### config.mk
export PLATFORM = sky130hd
export DESIGN_NAME = rv_frontend_top
export DESIGN_NICKNAME = d
export VERILOG_FILES = /design/src/hw/rv_fe_pkg.sv /design/src/hw/rv_fetch.sv /design/src/hw/rv_bht.sv /design/src/hw/rv_predecode.sv /design/src/hw/rv_frontend_top.sv
export SDC_FILE = /design/constraint.sdc
export NUM_CORES = 1
export LEC_CHECK = 0
export ABC_CLOCK_PERIOD_IN_PS = 6600
export BUFFER_PORTS_ARGS = -buffer_cell sky130_fd_sc_hd__buf_4
export CAP_MARGIN = 20
export CORE_UTILIZATION = 45
export CTS_BUF_LIST = sky130_fd_sc_hd__clkbuf_8
export DETAILED_ROUTE_END_ITERATION = 6
export GPL_TIMING_DRIVEN = 1
export MAX_ROUTING_LAYER = met4
export PLACE_DENSITY = 0.67
export SETUP_SLACK_MARGIN = 0.4
export SLEW_MARGIN = 5
export SYNTH_ARGS = -nofsm -noshare
export SYNTH_HDL_FRONTEND = slang
export SYNTH_SLANG_ARGS = --single-unit
### constraint.sdc
create_clock -name clk_i -period 6.6 [get_ports clk_i]
set_clock_uncertainty 0.2 [all_clocks]
set_input_delay 0 -clock clk_i [delete_from_list [all_inputs] [get_ports clk_i]]
set_output_delay 0 -clock clk_i [all_outputs]
set_load 0.03 [all_outputs]
### src/hw/rv_fe_pkg.sv
// RISC-V front end package with shared types, opcode constants and field decoders
package rv_fe_pkg;

  ////////////////////////////////////////////////////////////
  // Plain vector types
  ////////////////////////////////////////////////////////////

  // Address or program counter
  typedef logic [31:0] xlen_t;
  // One instruction word
  typedef logic [31:0] instr_t;
  // Register file address
  typedef logic [4:0]  rsd_t;
  typedef logic [6:0]  opcode_t;
  // Prediction bits, bit 1 set means taken
  typedef logic [1:0]  bp_t;

  ////////////////////////////////////////////////////////////
  // Constants
  ////////////////////////////////////////////////////////////

  localparam opcode_t OPC_JAL    = 7'b1101111;
  localparam opcode_t OPC_BRANCH = 7'b1100011;

  // addi x0,x0,0
  localparam instr_t  INSTR_NOP  = 32'h0000_0013;

  // Counter reset value, weakly not taken
  localparam bp_t     BP_WEAK_NT = 2'b01;
  // Static prediction for JAL
  localparam bp_t     BP_JAL     = 2'b10;

  // AXI response and protection encodings
  localparam logic [1:0] AXI_RESP_OKAY = 2'b00;
  // Unprivileged, secure, instruction access
  localparam logic [2:0] AXI_PROT_INSN = 3'b100;

  ////////////////////////////////////////////////////////////
  // Structs
  ////////////////////////////////////////////////////////////

  typedef struct packed {
    instr_t instr;
    logic   bubble;
  } instruction_t;

  typedef struct packed {
    logic bus_error;
    logic misaligned;
  } exceptions_t;

  // Stage word from fetch into pre-decode
  typedef struct packed {
    xlen_t        pc;
    instruction_t insn;
    exceptions_t  exc;
    bp_t          bp;
  } fetch_t;

  // AXI4-Lite read address channel payload
  typedef struct packed {
    xlen_t      addr;
    logic [2:0] prot;
  } axil_ar_t;

  // AXI4-Lite read data channel payload
  typedef struct packed {
    instr_t     data;
    logic [1:0] resp;
  } axil_r_t;

  ////////////////////////////////////////////////////////////
  // Field extraction
  ////////////////////////////////////////////////////////////

  function automatic opcode_t decode_opcode(instr_t instr);
    return instr[6:0];
  endfunction

  function automatic rsd_t decode_rs1(instr_t instr);
    return instr[19:15];
  endfunction

  function automatic rsd_t decode_rs2(instr_t instr);
    return instr[24:20];
  endfunction

  // J-type immediate, sign extended
  function automatic xlen_t decode_imm_j(instr_t instr);
    return {{12{instr[31]}}, instr[19:12], instr[20], instr[30:21], 1'b0};
  endfunction

  // B-type immediate, sign extended
  function automatic xlen_t decode_imm_b(instr_t instr);
    return {{20{instr[31]}}, instr[7], instr[30:25], instr[11:8], 1'b0};
  endfunction

endpackage

### src/hw/rv_fetch.sv
// Instruction fetch unit, AXI4-Lite read master with two reads in flight and a word buffer
`timescale 1ns/1ps

module rv_fetch import rv_fe_pkg::*; #(
  parameter xlen_t PC_INIT = 'h200
) (
  input  logic     clk_i,
  input  logic     rst_ni,

  output axil_ar_t ar_o,
  output logic     arvalid_o,
  input  logic     arready_i,
  input  axil_r_t  r_i,
  input  logic     rvalid_i,
  output logic     rready_o,

  output xlen_t    bht_pc_o,
  input  bp_t      bht_bp_i,

  input  logic     st_flush_i,
  input  xlen_t    tr_vec_i,
  input  logic     bu_flush_i,
  input  xlen_t    bu_nxt_pc_i,
  input  logic     pd_latch_nxt_pc_i,
  input  xlen_t    pd_nxt_pc_i,

  input  logic     pd_stall_i,
  output fetch_t   fe_o
);

  typedef logic [1:0] cnt_t;

  // Request side
  xlen_t  pc_q, pc_d, pc_src, redir_pc;
  xlen_t  ar_addr_q, ar_addr_d;
  logic   arvalid_q, arvalid_d;
  logic   ar_fire, r_fire, redirect, keep_head;
  logic   [2:0] slots;

  // Counters of reads and buffer words
  cnt_t   inflight_q, inflight_d;
  cnt_t   discard_q, discard_d;
  cnt_t   fill_q, fill_d;

  // Per-read record, oldest read at tag_rd_q
  xlen_t  tag_pc [2];
  bp_t    tag_bp [2];
  logic   tag_wr_q, tag_rd_q;
  logic   bp_pend_q, bp_idx_q;
  bp_t    rsp_bp;

  // Instruction buffer
  fetch_t fb_q [2];
  logic   wr_ptr_q, wr_ptr_d, rd_ptr_q, rd_ptr_d;
  logic   push, pop;

  ////////////////////////////////////////////////////////////
  // Handshakes and redirect selection
  ////////////////////////////////////////////////////////////

  assign ar_fire  = arvalid_q & arready_i;
  assign r_fire   = rvalid_i & rready_o;
  assign redirect = st_flush_i | bu_flush_i | pd_latch_nxt_pc_i;

  // Trap wins over branch unit, branch unit over predictor
  assign redir_pc = st_flush_i ? tr_vec_i    :
                    bu_flush_i ? bu_nxt_pc_i :
                                 pd_nxt_pc_i;

  // Predicted jump still on fe_o while stalled stays in the buffer
  assign keep_head = pd_latch_nxt_pc_i & ~st_flush_i & ~bu_flush_i &
                     pd_stall_i & (fill_q != 2'd0);

  assign pop  = ~pd_stall_i & (fill_q != 2'd0);
  // Responses of reads issued before a redirect never enter the buffer
  assign push = r_fire & (discard_q == 2'd0) & ~redirect;

  // Room for every read in flight that will be kept
  assign rready_o = (3'(fill_q) + 3'(inflight_q) - 3'(discard_q)) <= 3'd2;

  ////////////////////////////////////////////////////////////
  // Next state
  ////////////////////////////////////////////////////////////

  always_comb begin
    inflight_d = inflight_q + cnt_t'(ar_fire) - cnt_t'(r_fire);

    // Everything already requested becomes stale on a redirect
    if (redirect) begin
      discard_d = inflight_q - cnt_t'(r_fire) + cnt_t'(arvalid_q);
    end else if (r_fire && discard_q != 2'd0) begin
      discard_d = discard_q - 2'd1;
    end else begin
      discard_d = discard_q;
    end

    rd_ptr_d = rd_ptr_q;
    if (redirect) begin
      fill_d   = cnt_t'(keep_head);
      wr_ptr_d = keep_head ? ~rd_ptr_q : rd_ptr_q;
    end else begin
      fill_d   = fill_q + cnt_t'(push) - cnt_t'(pop);
      wr_ptr_d = wr_ptr_q ^ push;
      rd_ptr_d = rd_ptr_q ^ pop;
    end

    // Reads plus buffered words stay within two
    slots  = 3'(inflight_d) + 3'(fill_d);
    pc_src = redirect ? redir_pc : pc_q;

    if (arvalid_q && !arready_i) begin
      // Address held stable until the slave accepts it
      arvalid_d = 1'b1;
      ar_addr_d = ar_addr_q;
      pc_d      = pc_src;
    end else begin
      arvalid_d = slots < 3'd2;
      ar_addr_d = pc_src;
      pc_d      = arvalid_d ? pc_src + 32'd4 : pc_src;
    end
  end

  always_ff @(posedge clk_i or negedge rst_ni) begin
    if (!rst_ni) begin
      pc_q       <= PC_INIT;
      ar_addr_q  <= PC_INIT;
      arvalid_q  <= 1'b0;
      inflight_q <= 2'd0;
      discard_q  <= 2'd0;
      fill_q     <= 2'd0;
      wr_ptr_q   <= 1'b0;
      rd_ptr_q   <= 1'b0;
      tag_wr_q   <= 1'b0;
      tag_rd_q   <= 1'b0;
      bp_pend_q  <= 1'b0;
      bp_idx_q   <= 1'b0;
    end else begin
      pc_q       <= pc_d;
      ar_addr_q  <= ar_addr_d;
      arvalid_q  <= arvalid_d;
      inflight_q <= inflight_d;
      discard_q  <= discard_d;
      fill_q     <= fill_d;
      wr_ptr_q   <= wr_ptr_d;
      rd_ptr_q   <= rd_ptr_d;
      tag_wr_q   <= tag_wr_q ^ ar_fire;
      tag_rd_q   <= tag_rd_q ^ r_fire;
      // BHT answers one cycle after the address
      bp_pend_q  <= ar_fire;
      bp_idx_q   <= tag_wr_q;
    end
  end

  ////////////////////////////////////////////////////////////
  // Read records and buffer storage
  ////////////////////////////////////////////////////////////

  // Prediction not yet stored when the response follows its AR directly
  assign rsp_bp = (bp_pend_q && bp_idx_q == tag_rd_q) ? bht_bp_i : tag_bp[tag_rd_q];

  always_ff @(posedge clk_i) begin
    if (ar_fire) begin
      tag_pc[tag_wr_q] <= ar_addr_q;
    end
    if (bp_pend_q) begin
      tag_bp[bp_idx_q] <= bht_bp_i;
    end
    if (push) begin
      fb_q[wr_ptr_q].pc              <= tag_pc[tag_rd_q];
      fb_q[wr_ptr_q].insn.instr      <= r_i.data;
      fb_q[wr_ptr_q].insn.bubble     <= 1'b0;
      fb_q[wr_ptr_q].exc.bus_error   <= r_i.resp != AXI_RESP_OKAY;
      fb_q[wr_ptr_q].exc.misaligned  <= tag_pc[tag_rd_q][1:0] != 2'b00;
      fb_q[wr_ptr_q].bp              <= rsp_bp;
    end
  end

  ////////////////////////////////////////////////////////////
  // Outputs
  ////////////////////////////////////////////////////////////

  assign ar_o.addr = ar_addr_q;
  assign ar_o.prot = AXI_PROT_INSN;
  assign arvalid_o = arvalid_q;
  assign bht_pc_o  = ar_addr_q;

  // Empty buffer shows a bubble at the next fetch address
  always_comb begin
    if (fill_q != 2'd0) begin
      fe_o = fb_q[rd_ptr_q];
    end else begin
      fe_o             = '0;
      fe_o.pc          = pc_q;
      fe_o.insn.instr  = INSTR_NOP;
      fe_o.insn.bubble = 1'b1;
    end
  end

endmodule

### src/hw/rv_bht.sv
// Branch history table of 2-bit saturating counters indexed by the fetch PC
`timescale 1ns/1ps

module rv_bht import rv_fe_pkg::*; #(
  parameter int unsigned BHT_DEPTH = 64
) (
  input  logic  clk_i,
  input  logic  rst_ni,

  input  xlen_t rd_pc_i,
  output bp_t   rd_bp_o,

  input  logic  upd_i,
  input  xlen_t upd_pc_i,
  input  logic  upd_taken_i
);

  localparam int unsigned IDX_W = $clog2(BHT_DEPTH);

  typedef logic [IDX_W-1:0] bht_idx_t;

  bp_t      cnt_q [BHT_DEPTH];
  bp_t      rd_bp_q;
  bp_t      upd_val;
  bht_idx_t rd_idx, upd_idx;

  // One step toward the outcome, saturating at both ends
  function automatic bp_t sat_step(bp_t cnt, logic taken);
    bp_t res;
    res = cnt;
    if (taken && cnt != 2'b11) begin
      res = cnt + 2'b01;
    end else if (!taken && cnt != 2'b00) begin
      res = cnt - 2'b01;
    end
    return res;
  endfunction

  ////////////////////////////////////////////////////////////
  // Index and update value
  ////////////////////////////////////////////////////////////

  // Word address bits, byte offset dropped
  assign rd_idx  = rd_pc_i[IDX_W+1:2];
  assign upd_idx = upd_pc_i[IDX_W+1:2];
  assign upd_val = sat_step(cnt_q[upd_idx], upd_taken_i);

  ////////////////////////////////////////////////////////////
  // Counter array
  ////////////////////////////////////////////////////////////

  always_ff @(posedge clk_i or negedge rst_ni) begin
    if (!rst_ni) begin
      for (int i = 0; i < BHT_DEPTH; i++) begin
        cnt_q[i] <= BP_WEAK_NT;
      end
    end else if (upd_i) begin
      cnt_q[upd_idx] <= upd_val;
    end
  end

  // Registered read, same-cycle update forwarded
  always_ff @(posedge clk_i or negedge rst_ni) begin
    if (!rst_ni) begin
      rd_bp_q <= BP_WEAK_NT;
    end else if (upd_i && upd_idx == rd_idx) begin
      rd_bp_q <= upd_val;
    end else begin
      rd_bp_q <= cnt_q[rd_idx];
    end
  end

  assign rd_bp_o = rd_bp_q;

endmodule

### src/hw/rv_predecode.sv
// Instruction pre-decoder with stage registers, register addresses and jump prediction
`timescale 1ns/1ps

module rv_predecode import rv_fe_pkg::*; #(
  parameter xlen_t PC_INIT = 'h200,
  parameter bit    HAS_BPU = 1'b1
) (
  input  logic         clk_i,
  input  logic         rst_ni,

  input  logic         id_stall_i,
  output logic         pd_stall_o,

  input  logic         bu_flush_i,
  input  logic         st_flush_i,
  output logic         pd_flush_o,

  input  xlen_t        bu_nxt_pc_i,
  input  xlen_t        st_nxt_pc_i,

  input  fetch_t       fe_i,

  output rsd_t         pd_rs1_o,
  output rsd_t         pd_rs2_o,

  output xlen_t        pd_nxt_pc_o,
  output logic         pd_latch_nxt_pc_o,
  output bp_t          pd_bp_predict_o,

  output xlen_t        pd_pc_o,
  output instruction_t pd_insn_o,
  output exceptions_t  pd_exceptions_o
);

  xlen_t ext_imm_j, ext_imm_b;
  bp_t   bp_sel;
  logic  taken, taken_q;

  // Either flush empties the stage
  assign pd_flush_o = bu_flush_i | st_flush_i;
  assign pd_stall_o = id_stall_i;

  // Register file addresses straight from the fetch word
  assign pd_rs1_o = decode_rs1(fe_i.insn.instr);
  assign pd_rs2_o = decode_rs2(fe_i.insn.instr);

  ////////////////////////////////////////////////////////////
  // Stage registers
  ////////////////////////////////////////////////////////////

  always_ff @(posedge clk_i or negedge rst_ni) begin
    if (!rst_ni) begin
      pd_pc_o <= PC_INIT;
    end else if (st_flush_i) begin
      pd_pc_o <= st_nxt_pc_i;
    end else if (bu_flush_i) begin
      pd_pc_o <= bu_nxt_pc_i;
    end else if (!id_stall_i) begin
      pd_pc_o <= fe_i.pc;
    end
  end

  always_ff @(posedge clk_i or negedge rst_ni) begin
    if (!rst_ni) begin
      pd_insn_o.instr <= INSTR_NOP;
      pd_bp_predict_o <= 2'b00;
    end else if (!id_stall_i) begin
      pd_insn_o.instr <= fe_i.insn.instr;
      pd_bp_predict_o <= bp_sel;
    end
  end

  // Flush overrides the stall
  always_ff @(posedge clk_i or negedge rst_ni) begin
    if (!rst_ni) begin
      pd_insn_o.bubble <= 1'b1;
      pd_exceptions_o  <= '0;
    end else if (pd_flush_o) begin
      pd_insn_o.bubble <= 1'b1;
      pd_exceptions_o  <= '0;
    end else if (!id_stall_i) begin
      pd_insn_o.bubble <= fe_i.insn.bubble;
      pd_exceptions_o  <= fe_i.exc;
    end
  end

  ////////////////////////////////////////////////////////////
  // Jump and branch prediction
  ////////////////////////////////////////////////////////////

  assign ext_imm_j = decode_imm_j(fe_i.insn.instr);
  assign ext_imm_b = decode_imm_b(fe_i.insn.instr);

  always_comb begin
    taken       = 1'b0;
    bp_sel      = 2'b00;
    pd_nxt_pc_o = fe_i.pc;
    if (!fe_i.insn.bubble) begin
      case (decode_opcode(fe_i.insn.instr))
        OPC_JAL: begin
          taken       = 1'b1;
          bp_sel      = BP_JAL;
          pd_nxt_pc_o = fe_i.pc + ext_imm_j;
        end
        OPC_BRANCH: begin
          // Without a BPU, backward taken and forward not taken
          if (HAS_BPU) begin
            taken  = fe_i.bp[1];
            bp_sel = fe_i.bp;
          end else begin
            taken  = ext_imm_b[31];
            bp_sel = {ext_imm_b[31], 1'b0};
          end
          pd_nxt_pc_o = fe_i.pc + ext_imm_b;
        end
        default: begin
          taken = 1'b0;
        end
      endcase
    end
  end

  // Word held under stall remembers its strobe, a consumed word clears it
  always_ff @(posedge clk_i or negedge rst_ni) begin
    if (!rst_ni) begin
      taken_q <= 1'b0;
    end else begin
      taken_q <= taken & id_stall_i;
    end
  end

  // One pulse per taken jump, held word does not retrigger
  assign pd_latch_nxt_pc_o = taken & ~taken_q;

endmodule

### src/hw/rv_frontend_top.sv
// Instruction front end top level joining fetch, BHT and pre-decode
`timescale 1ns/1ps

module rv_frontend_top import rv_fe_pkg::*; #(
  parameter xlen_t       PC_INIT   = 'h200,
  parameter bit          HAS_BPU   = 1'b1,
  parameter int unsigned BHT_DEPTH = 64
) (
  input  logic         clk_i,
  input  logic         rst_ni,

  // AXI4-Lite read channels
  output axil_ar_t     ar_o,
  output logic         arvalid_o,
  input  logic         arready_i,
  input  axil_r_t      r_i,
  input  logic         rvalid_i,
  output logic         rready_o,

  // Decode stall
  input  logic         id_stall_i,

  // Branch resolution
  input  logic         bu_flush_i,
  input  xlen_t        bu_nxt_pc_i,
  input  logic         bu_upd_i,
  input  xlen_t        bu_upd_pc_i,
  input  logic         bu_taken_i,

  // Trap redirect
  input  logic         st_flush_i,
  input  xlen_t        tr_vec_i,

  // Pre-decode stage outputs
  output logic         pd_stall_o,
  output logic         pd_flush_o,
  output rsd_t         pd_rs1_o,
  output rsd_t         pd_rs2_o,
  output xlen_t        pd_nxt_pc_o,
  output logic         pd_latch_nxt_pc_o,
  output bp_t          pd_bp_predict_o,
  output xlen_t        pd_pc_o,
  output instruction_t pd_insn_o,
  output exceptions_t  pd_exceptions_o
);

  fetch_t fe;
  xlen_t  bht_pc;
  bp_t    bht_bp;

  ////////////////////////////////////////////////////////////
  // Fetch
  ////////////////////////////////////////////////////////////

  rv_fetch #(
    .PC_INIT (PC_INIT)
  ) u_fetch (
    .clk_i             (clk_i),
    .rst_ni            (rst_ni),
    .ar_o              (ar_o),
    .arvalid_o         (arvalid_o),
    .arready_i         (arready_i),
    .r_i               (r_i),
    .rvalid_i          (rvalid_i),
    .rready_o          (rready_o),
    .bht_pc_o          (bht_pc),
    .bht_bp_i          (bht_bp),
    .st_flush_i        (st_flush_i),
    .tr_vec_i          (tr_vec_i),
    .bu_flush_i        (bu_flush_i),
    .bu_nxt_pc_i       (bu_nxt_pc_i),
    .pd_latch_nxt_pc_i (pd_latch_nxt_pc_o),
    .pd_nxt_pc_i       (pd_nxt_pc_o),
    .pd_stall_i        (pd_stall_o),
    .fe_o              (fe)
  );

  // Prediction counters
  rv_bht #(
    .BHT_DEPTH (BHT_DEPTH)
  ) u_bht (
    .clk_i       (clk_i),
    .rst_ni      (rst_ni),
    .rd_pc_i     (bht_pc),
    .rd_bp_o     (bht_bp),
    .upd_i       (bu_upd_i),
    .upd_pc_i    (bu_upd_pc_i),
    .upd_taken_i (bu_taken_i)
  );

  ////////////////////////////////////////////////////////////
  // Pre-decode
  ////////////////////////////////////////////////////////////

  rv_predecode #(
    .PC_INIT (PC_INIT),
    .HAS_BPU (HAS_BPU)
  ) u_predecode (
    .clk_i             (clk_i),
    .rst_ni            (rst_ni),
    .id_stall_i        (id_stall_i),
    .pd_stall_o        (pd_stall_o),
    .bu_flush_i        (bu_flush_i),
    .st_flush_i        (st_flush_i),
    .pd_flush_o        (pd_flush_o),
    .bu_nxt_pc_i       (bu_nxt_pc_i),
    .st_nxt_pc_i       (tr_vec_i),
    .fe_i              (fe),
    .pd_rs1_o          (pd_rs1_o),
    .pd_rs2_o          (pd_rs2_o),
    .pd_nxt_pc_o       (pd_nxt_pc_o),
    .pd_latch_nxt_pc_o (pd_latch_nxt_pc_o),
    .pd_bp_predict_o   (pd_bp_predict_o),
    .pd_pc_o           (pd_pc_o),
    .pd_insn_o         (pd_insn_o),
    .pd_exceptions_o   (pd_exceptions_o)
  );

endmodule

Word-level counts from Yosys, hierarchy flattened --
Memories as Yosys holds them, arrays and structs flattened. Cells that the tools add are included.
Storage, ports and cells: register bits after elaboration 277, bits in latches 0, output and inout bits 151, word-level logic and storage cells 199, memories 3, memory bits (writable) 204, ROM bits 0, input port bits 139
Operators by class: multiply operators 0, equality and inequality tests 7, magnitude comparators 5, bitwise operators 25, add/subtract/negate cells 15, divide/modulo/power cells 0, multiplexer cells 44, shift-type cells 0, reduce and logical (&&, ||, !) cells 16
Memory list:
- u_fetch.fb_q | words 2, bits a word 68, read ports 1, clocked after Yosys merged registers in 0, write ports 1, line rv_fetch.sv:53 | fetch_t fb_q [2];
- u_fetch.tag_pc | words 2, bits a word 32, read ports 1, clocked after Yosys merged registers in 0, write ports 1, line rv_fetch.sv:46 | xlen_t tag_pc [2];
- u_fetch.tag_bp | words 2, bits a word 2, read ports 1, clocked after Yosys merged registers in 0, write ports 1, line rv_fetch.sv:47 | bp_t tag_bp [2];
Operator list (number):
- two-way mux 32 bit | 9
- bitwise mux 128 bit | 1
- two-way mux 69 bit | 1
- adder 32 bit | 2
- one-hot mux 32 bit (2 select lines) | 1
- adder 32 x 3 -> 32 bit (second input constant) | 1
- two-way mux 2 bit | 15
- binary-select mux 2 bit (select 6 bit) | 2
- == test 7 bit (second input constant) | 2
- >= comparator 7 bit (second input constant) | 2
- NOT 6 -> 7 bit | 2
- demux 2 bit (select 6 bit) | 1
- two-way mux 1 bit | 12
- nonzero test 2 bit | 6
- AND 1 bit | 11
- logical AND 1 bit | 7
- less-than comparator 7 x 1 -> 1 bit (second input constant) | 1
- adder 2 x 1 -> 2 bit | 3
- adder 2 x 2 -> 3 bit | 2
- == test 6 bit | 1
- NOT 1 bit | 6
- subtractor 2 x 1 -> 2 bit | 3
- one-hot mux 2 bit (2 select lines) | 1
- subtractor 2 x 1 -> 2 bit (second input constant) | 2
- other kinds (13) | 18

Longest topological paths before layout --
depth in word-level cells 16, mapped depth 26, depth with buffers taken out 24

By module --
A second synthesis with hierarchy kept.
Unflattened totals: cell total of the unflattened synthesis 2526, area total of the unflattened synthesis 26800.7 sq um
By module, submodules not included:
- rv_fetch | cells an instance 1015, seq. area each 8055.2 sq um, instances 1, area each 12951.2 sq um
- rv_bht | cells an instance 859, seq. area each 3334.4 sq um, instances 1, area each 8325.5 sq um
- rv_predecode | cells an instance 652, seq. area each 1757.9 sq um, instances 1, area each 5524.0 sq um

Least setup slack after synthesis --
No wires, ideal clock.
kind register to register, start point register u_fetch.fill_q[1], end point register u_fetch.pc_q[22], arrival time 6.413 ns, clock period less this slack 6.736 ns, path slack -0.136 ns, required time 6.277 ns, cell stages (with the launch flop) 23, path through dfrtp_1 nor2_1 clkbuf_1 clkbuf_1 clkbuf_1 clkbuf_1 clkbuf_1 buf_1 buf_1 nor2_1 ha_1 a21o_1 nor2_1 a211o_1 a31o_2 o21ai_0 o21a_1 nand4_1 or3_1 buf_2 or4_1 or3_1 xor2_1
RTL lines:
- start: declaration | line rv_fetch.sv:43 | cnt_t fill_q, fill_d;
- start signal: assignment | line rv_fetch.sv:143 | fill_q <= fill_d;
- end signal: assignment | line rv_fetch.sv:138 | pc_q <= pc_d;
- end: declaration | line rv_fetch.sv:34 | xlen_t pc_q, pc_d, pc_src, redir_pc;

Worst setup path in the final report --
start point register u_fetch.rd_ptr_q, end point register u_fetch.pc_q[30]
Between the ends: longest elaborated chain between the ends 16
Ends and longest elaborated chain:
- start: declaration | line rv_fetch.sv:54 | logic wr_ptr_q, wr_ptr_d, rd_ptr_q, rd_ptr_d;
- start signal: assignment | line rv_fetch.sv:145 | rd_ptr_q <= rd_ptr_d;
- memory (2 x 68 bit) *
- two-way mux 69 bit * | line rv_fetch.sv:189 | if (fill_q != 2'd0) begin
- parallel branches: the longest is 13 deep, another holds adder 32 bit
- two-way mux 32 bit * | line rv_fetch.sv:111 | if (arvalid_q && !arready_i) begin
- via u_fetch.pc_d[30] | line rv_fetch.sv:34
Mark *: on every way through the listed nets, which the timed path passes. A chain may end at the register's enable or synchronous reset.

==> run metrics <==
outcome=completed; #FFs+latches synth=481; Synth Cell Area=24400 µm²; Cell Chain, Critical Path=buf_4 > nand3b_1 > a211oi_4 > buf_4 > and3_1 > mux2i_1 > ha_2 > inv_1 > fa_1 > nand2b_1 > a21oi_2 > o21ai_1 > o41ai_2 > buf_4 > a31oi_1 > xor2_1 > a31o_2 > or4b_4 > or4b_4 > nor4_2 > xnor2_1; CP most frequent cell=buf_4; Worst Max-Slew Pin Slew=1.09 ns; clock buffer depth=3; Die Wd=235 µm; vias in the first global route=19822; NumNets Final=2780; dpl hpwl=51500 µm; commonest cells after routing, fill and taps aside=buf_4, nand2_1, edfxtp_1; sequential cell area fraction in the yosys report=53.8%; CTS root buf=clkbuf_8; P_leak=0.0128 µW; GPL Wtd Cong=0.932; global-route wire length before repair=118000 µm; Top delay family on crit path=simple AND/OR/NAND/NOR gates; fin. max-slew vios=0; commonest non-fill, non-tap cell in the layout=buf_4; Startpoint Class=flop; Max stage delay cell, worst path=or4b_4; Row Count=85; Max-Cap Viols=0; register clock-pin slew on the reported worst setup and hold paths=0.06 ns; reg2reg setup slack=0.53 ns; Synth Warn #=0; Residual DRC=0; # clock sinks=481; wire per inst=23.0 µm; Crit. path cell count=21; CTS tree=done; CORE AREA=53700 µm²; number of synthesized flops with an enable pin=204; critical path class=reg2reg; port bufs=260; Total Power=9860 µW; antenna viol nets, final=0; Post-synth ARST share=57.6%; fraction of layout cells with a size suffix above 1=31.2%; slowest stage delay, CP=0.59 ns; worst vdd ir=266 µV; H-tree Lvls=3; Total GRT Usage=28.5%; Iter 0 DRT Violations=1758; DR pass1 iterations=5; worst hold slack=0.0564 ns; CP max FO=7; fmax=165 MHz; Post-Syn Area per Cell=11.5 µm²; Final Cell Area=31000 µm²; placed cell area=27300 µm²; die extent in y=235 µm; Util after Layout=57.8%; R2R depth=21; type of the tightest min-delay check=in2reg; initial antenna violation count=1; Avg Vias per Cell=5.86; grt ovf=0; final worst-path cycle share=91.9%; hold depth=4; most common flop cell mapped by yosys=dfrtp_1; RSZ-0062 raised after global routing=true; drt total wl=77300 µm; latest clock arrival within the worst-skew pair=0.68 ns; initial cell density of the core=45.5%; Netlist cell types=86; min Tclk post-route=6.07 ns; via count=19676; TritonCTS Buffers=83; setup tns final=0 ns; Die Area=55200 µm²; Req. time, crit path=6.92 ns; Final setup violation count=0; Final Hold Fails=0; Critical path buffers and inverters=4; area grow syn2layout=27.0%; WP data arrival=6.38 ns; largest net degree at the start of global routing=154; PwrDens=318 nW/µm²; Rel. slew slack=27.1%; Post-Synthesis Cells=2121; io pins=290; Crit. End Element=flop
synth_stat cells (all sizes together) (46+ instances only):
library cell | instances | area, µm²
mux2 | 187 | 2110
o21ai | 171 | 863
a21oi | 80 | 404
buf | 46 | 259
ha | 46 | 576
a22oi | 75 | 563
mux2i | 57 | 571
edfxtp | 204 | 6130
nand2 | 270 | 1010
dfstp | 72 | 1890
nor2 | 147 | 552
clkbuf | 96 | 360
inv | 50 | 188
dfrtp | 205 | 5130
worst reg2reg max path, cell delays in order, from the launching register on:
cell	delay, ns
dfrtp_4	0.49
buf_4	0.18
nand3b_1	0.23
a211oi_4	0.33
buf_4	0.21
and3_1	0.20
mux2i_1	0.26
ha_2	0.23
inv_1	0.05
fa_1	0.40
nand2b_1	0.21
a21oi_2	0.18
o21ai_1	0.13
o41ai_2	0.29
buf_4	0.19
a31oi_1	0.11
xor2_1	0.19
a31o_2	0.29
or4b_4	0.59
or4b_4	0.58
nor4_2	0.27
xnor2_1	0.12
cell type report:
class / count / area (µm²)
fillers: 4344 / 22700
diodes: 1 / 2.50
inverters: 51 / 191
clock inverters: 55 / 294
multi-input cells: 1448 / 10700
flip-flops and latches: 481 / 13200
well taps: 696 / 871
clock buffers: 99 / 1360
repair buffers: 526 / 4450
flip-flops by register name (all words and copies together) (netlist names):
| register | cells |
|---|---|
| u_bht.cnt_q | 128 |
| u_bht.rd_bp_o | 2 |
| u_fetch.arvalid_o | 1 |
| u_fetch.bht_pc_o | 32 |
| u_fetch.bp_idx_q | 1 |
| u_fetch.bp_pend_q | 1 |
| u_fetch.discard_q | 2 |
| u_fetch.fb_q | 136 |
| u_fetch.fill_q | 2 |
| u_fetch.inflight_q | 2 |
| u_fetch.pc_q | 32 |
| u_fetch.rd_ptr_q | 1 |
| u_fetch.tag_bp | 4 |
| u_fetch.tag_pc | 64 |
| u_fetch.tag_rd_q | 1 |
| u_fetch.tag_wr_q | 1 |
| u_fetch.wr_ptr_q | 1 |
| u_predecode.pd_bp_predict_o | 2 |
| u_predecode.pd_exceptions_o | 2 |
| u_predecode.pd_insn_o | 33 |
| u_predecode.pd_pc_o | 32 |
| u_predecode.taken_q | 1 |
stage by stage:
step / instances / setup slack, ns
finish: 3357 / 0.534
global route: 3357 / 0.309
CTS: 3335 / 0.418
detailed placement: 3002 / 0.208
global placement: 3002 / 0.347
floorplan: 2122 / 0.416
path summary, 6_finish.rpt:
kind                                                        endpoint                          from
worst max-delay path                      u_fetch.pc_q[30]$_DFF_PN0_  u_fetch.rd_ptr_q$_DFFE_PN0P_
worst min-delay path                      u_fetch.tag_rd_q$_DFF_PN0_                      rvalid_i
worst max register to register            u_fetch.pc_q[30]$_DFF_PN0_  u_fetch.rd_ptr_q$_DFFE_PN0P_
worst min register to register            u_fetch.bp_idx_q$_DFF_PN0_    u_fetch.tag_wr_q$_DFF_PN0_
max in group asynchronous               u_fetch.rd_ptr_q$_DFFE_PN0P_                        rst_ni
min in group asynchronous       u_predecode.pd_insn_o[2]$_DFFE_PN1N_                        rst_ni
routing by layer:
metal / vias up / global-route usage (%) / routed length (µm)
met4: 0 / 10.4 / 2720
met1: 9792 / 36.9 / 31700
li1: 8756 / - / -
met3: 205 / 6.05 / 6620
met2: 923 / 44.3 / 36300
met5: - / - / 0
what timing repair did:
| item | 4_1_cts | 5_1_grt |
|---|---|---|
| setup endpoints to repair | 3 | 12 |
| gates resized for setup | 4 | 26 |
| setup buffers | 0 | 19 |
| hold endpoints to repair | 448 | 1 |
| pin swaps | 2 | 11 |
| hold buffers | 179 | 1 |
power breakdown:
group	leakage [µW]	switching, µW	internal (µW)	total [µW]
registers	0.00524	330	3750	4080
clock network	0.000968	1230	1440	2670
logic	0.00661	1790	1320	3100
total	0.0128	3350	6510	9860
logic make-up after synthesis:
logic type                 Yosys count  share of synthesized area (%)
xor gates and xnor gates            64                           2.29
AOI/OAI and AO/OA                  496                           13.1
and+or+nand+nor                    549                           9.92
buffers and inverters              193                           3.32
muxes                              286                           14.8
adders and majority gates           50                           2.68
other                                2                         0.0307
DFF                                481                           53.8
Power figures use the tool's default switching activity.
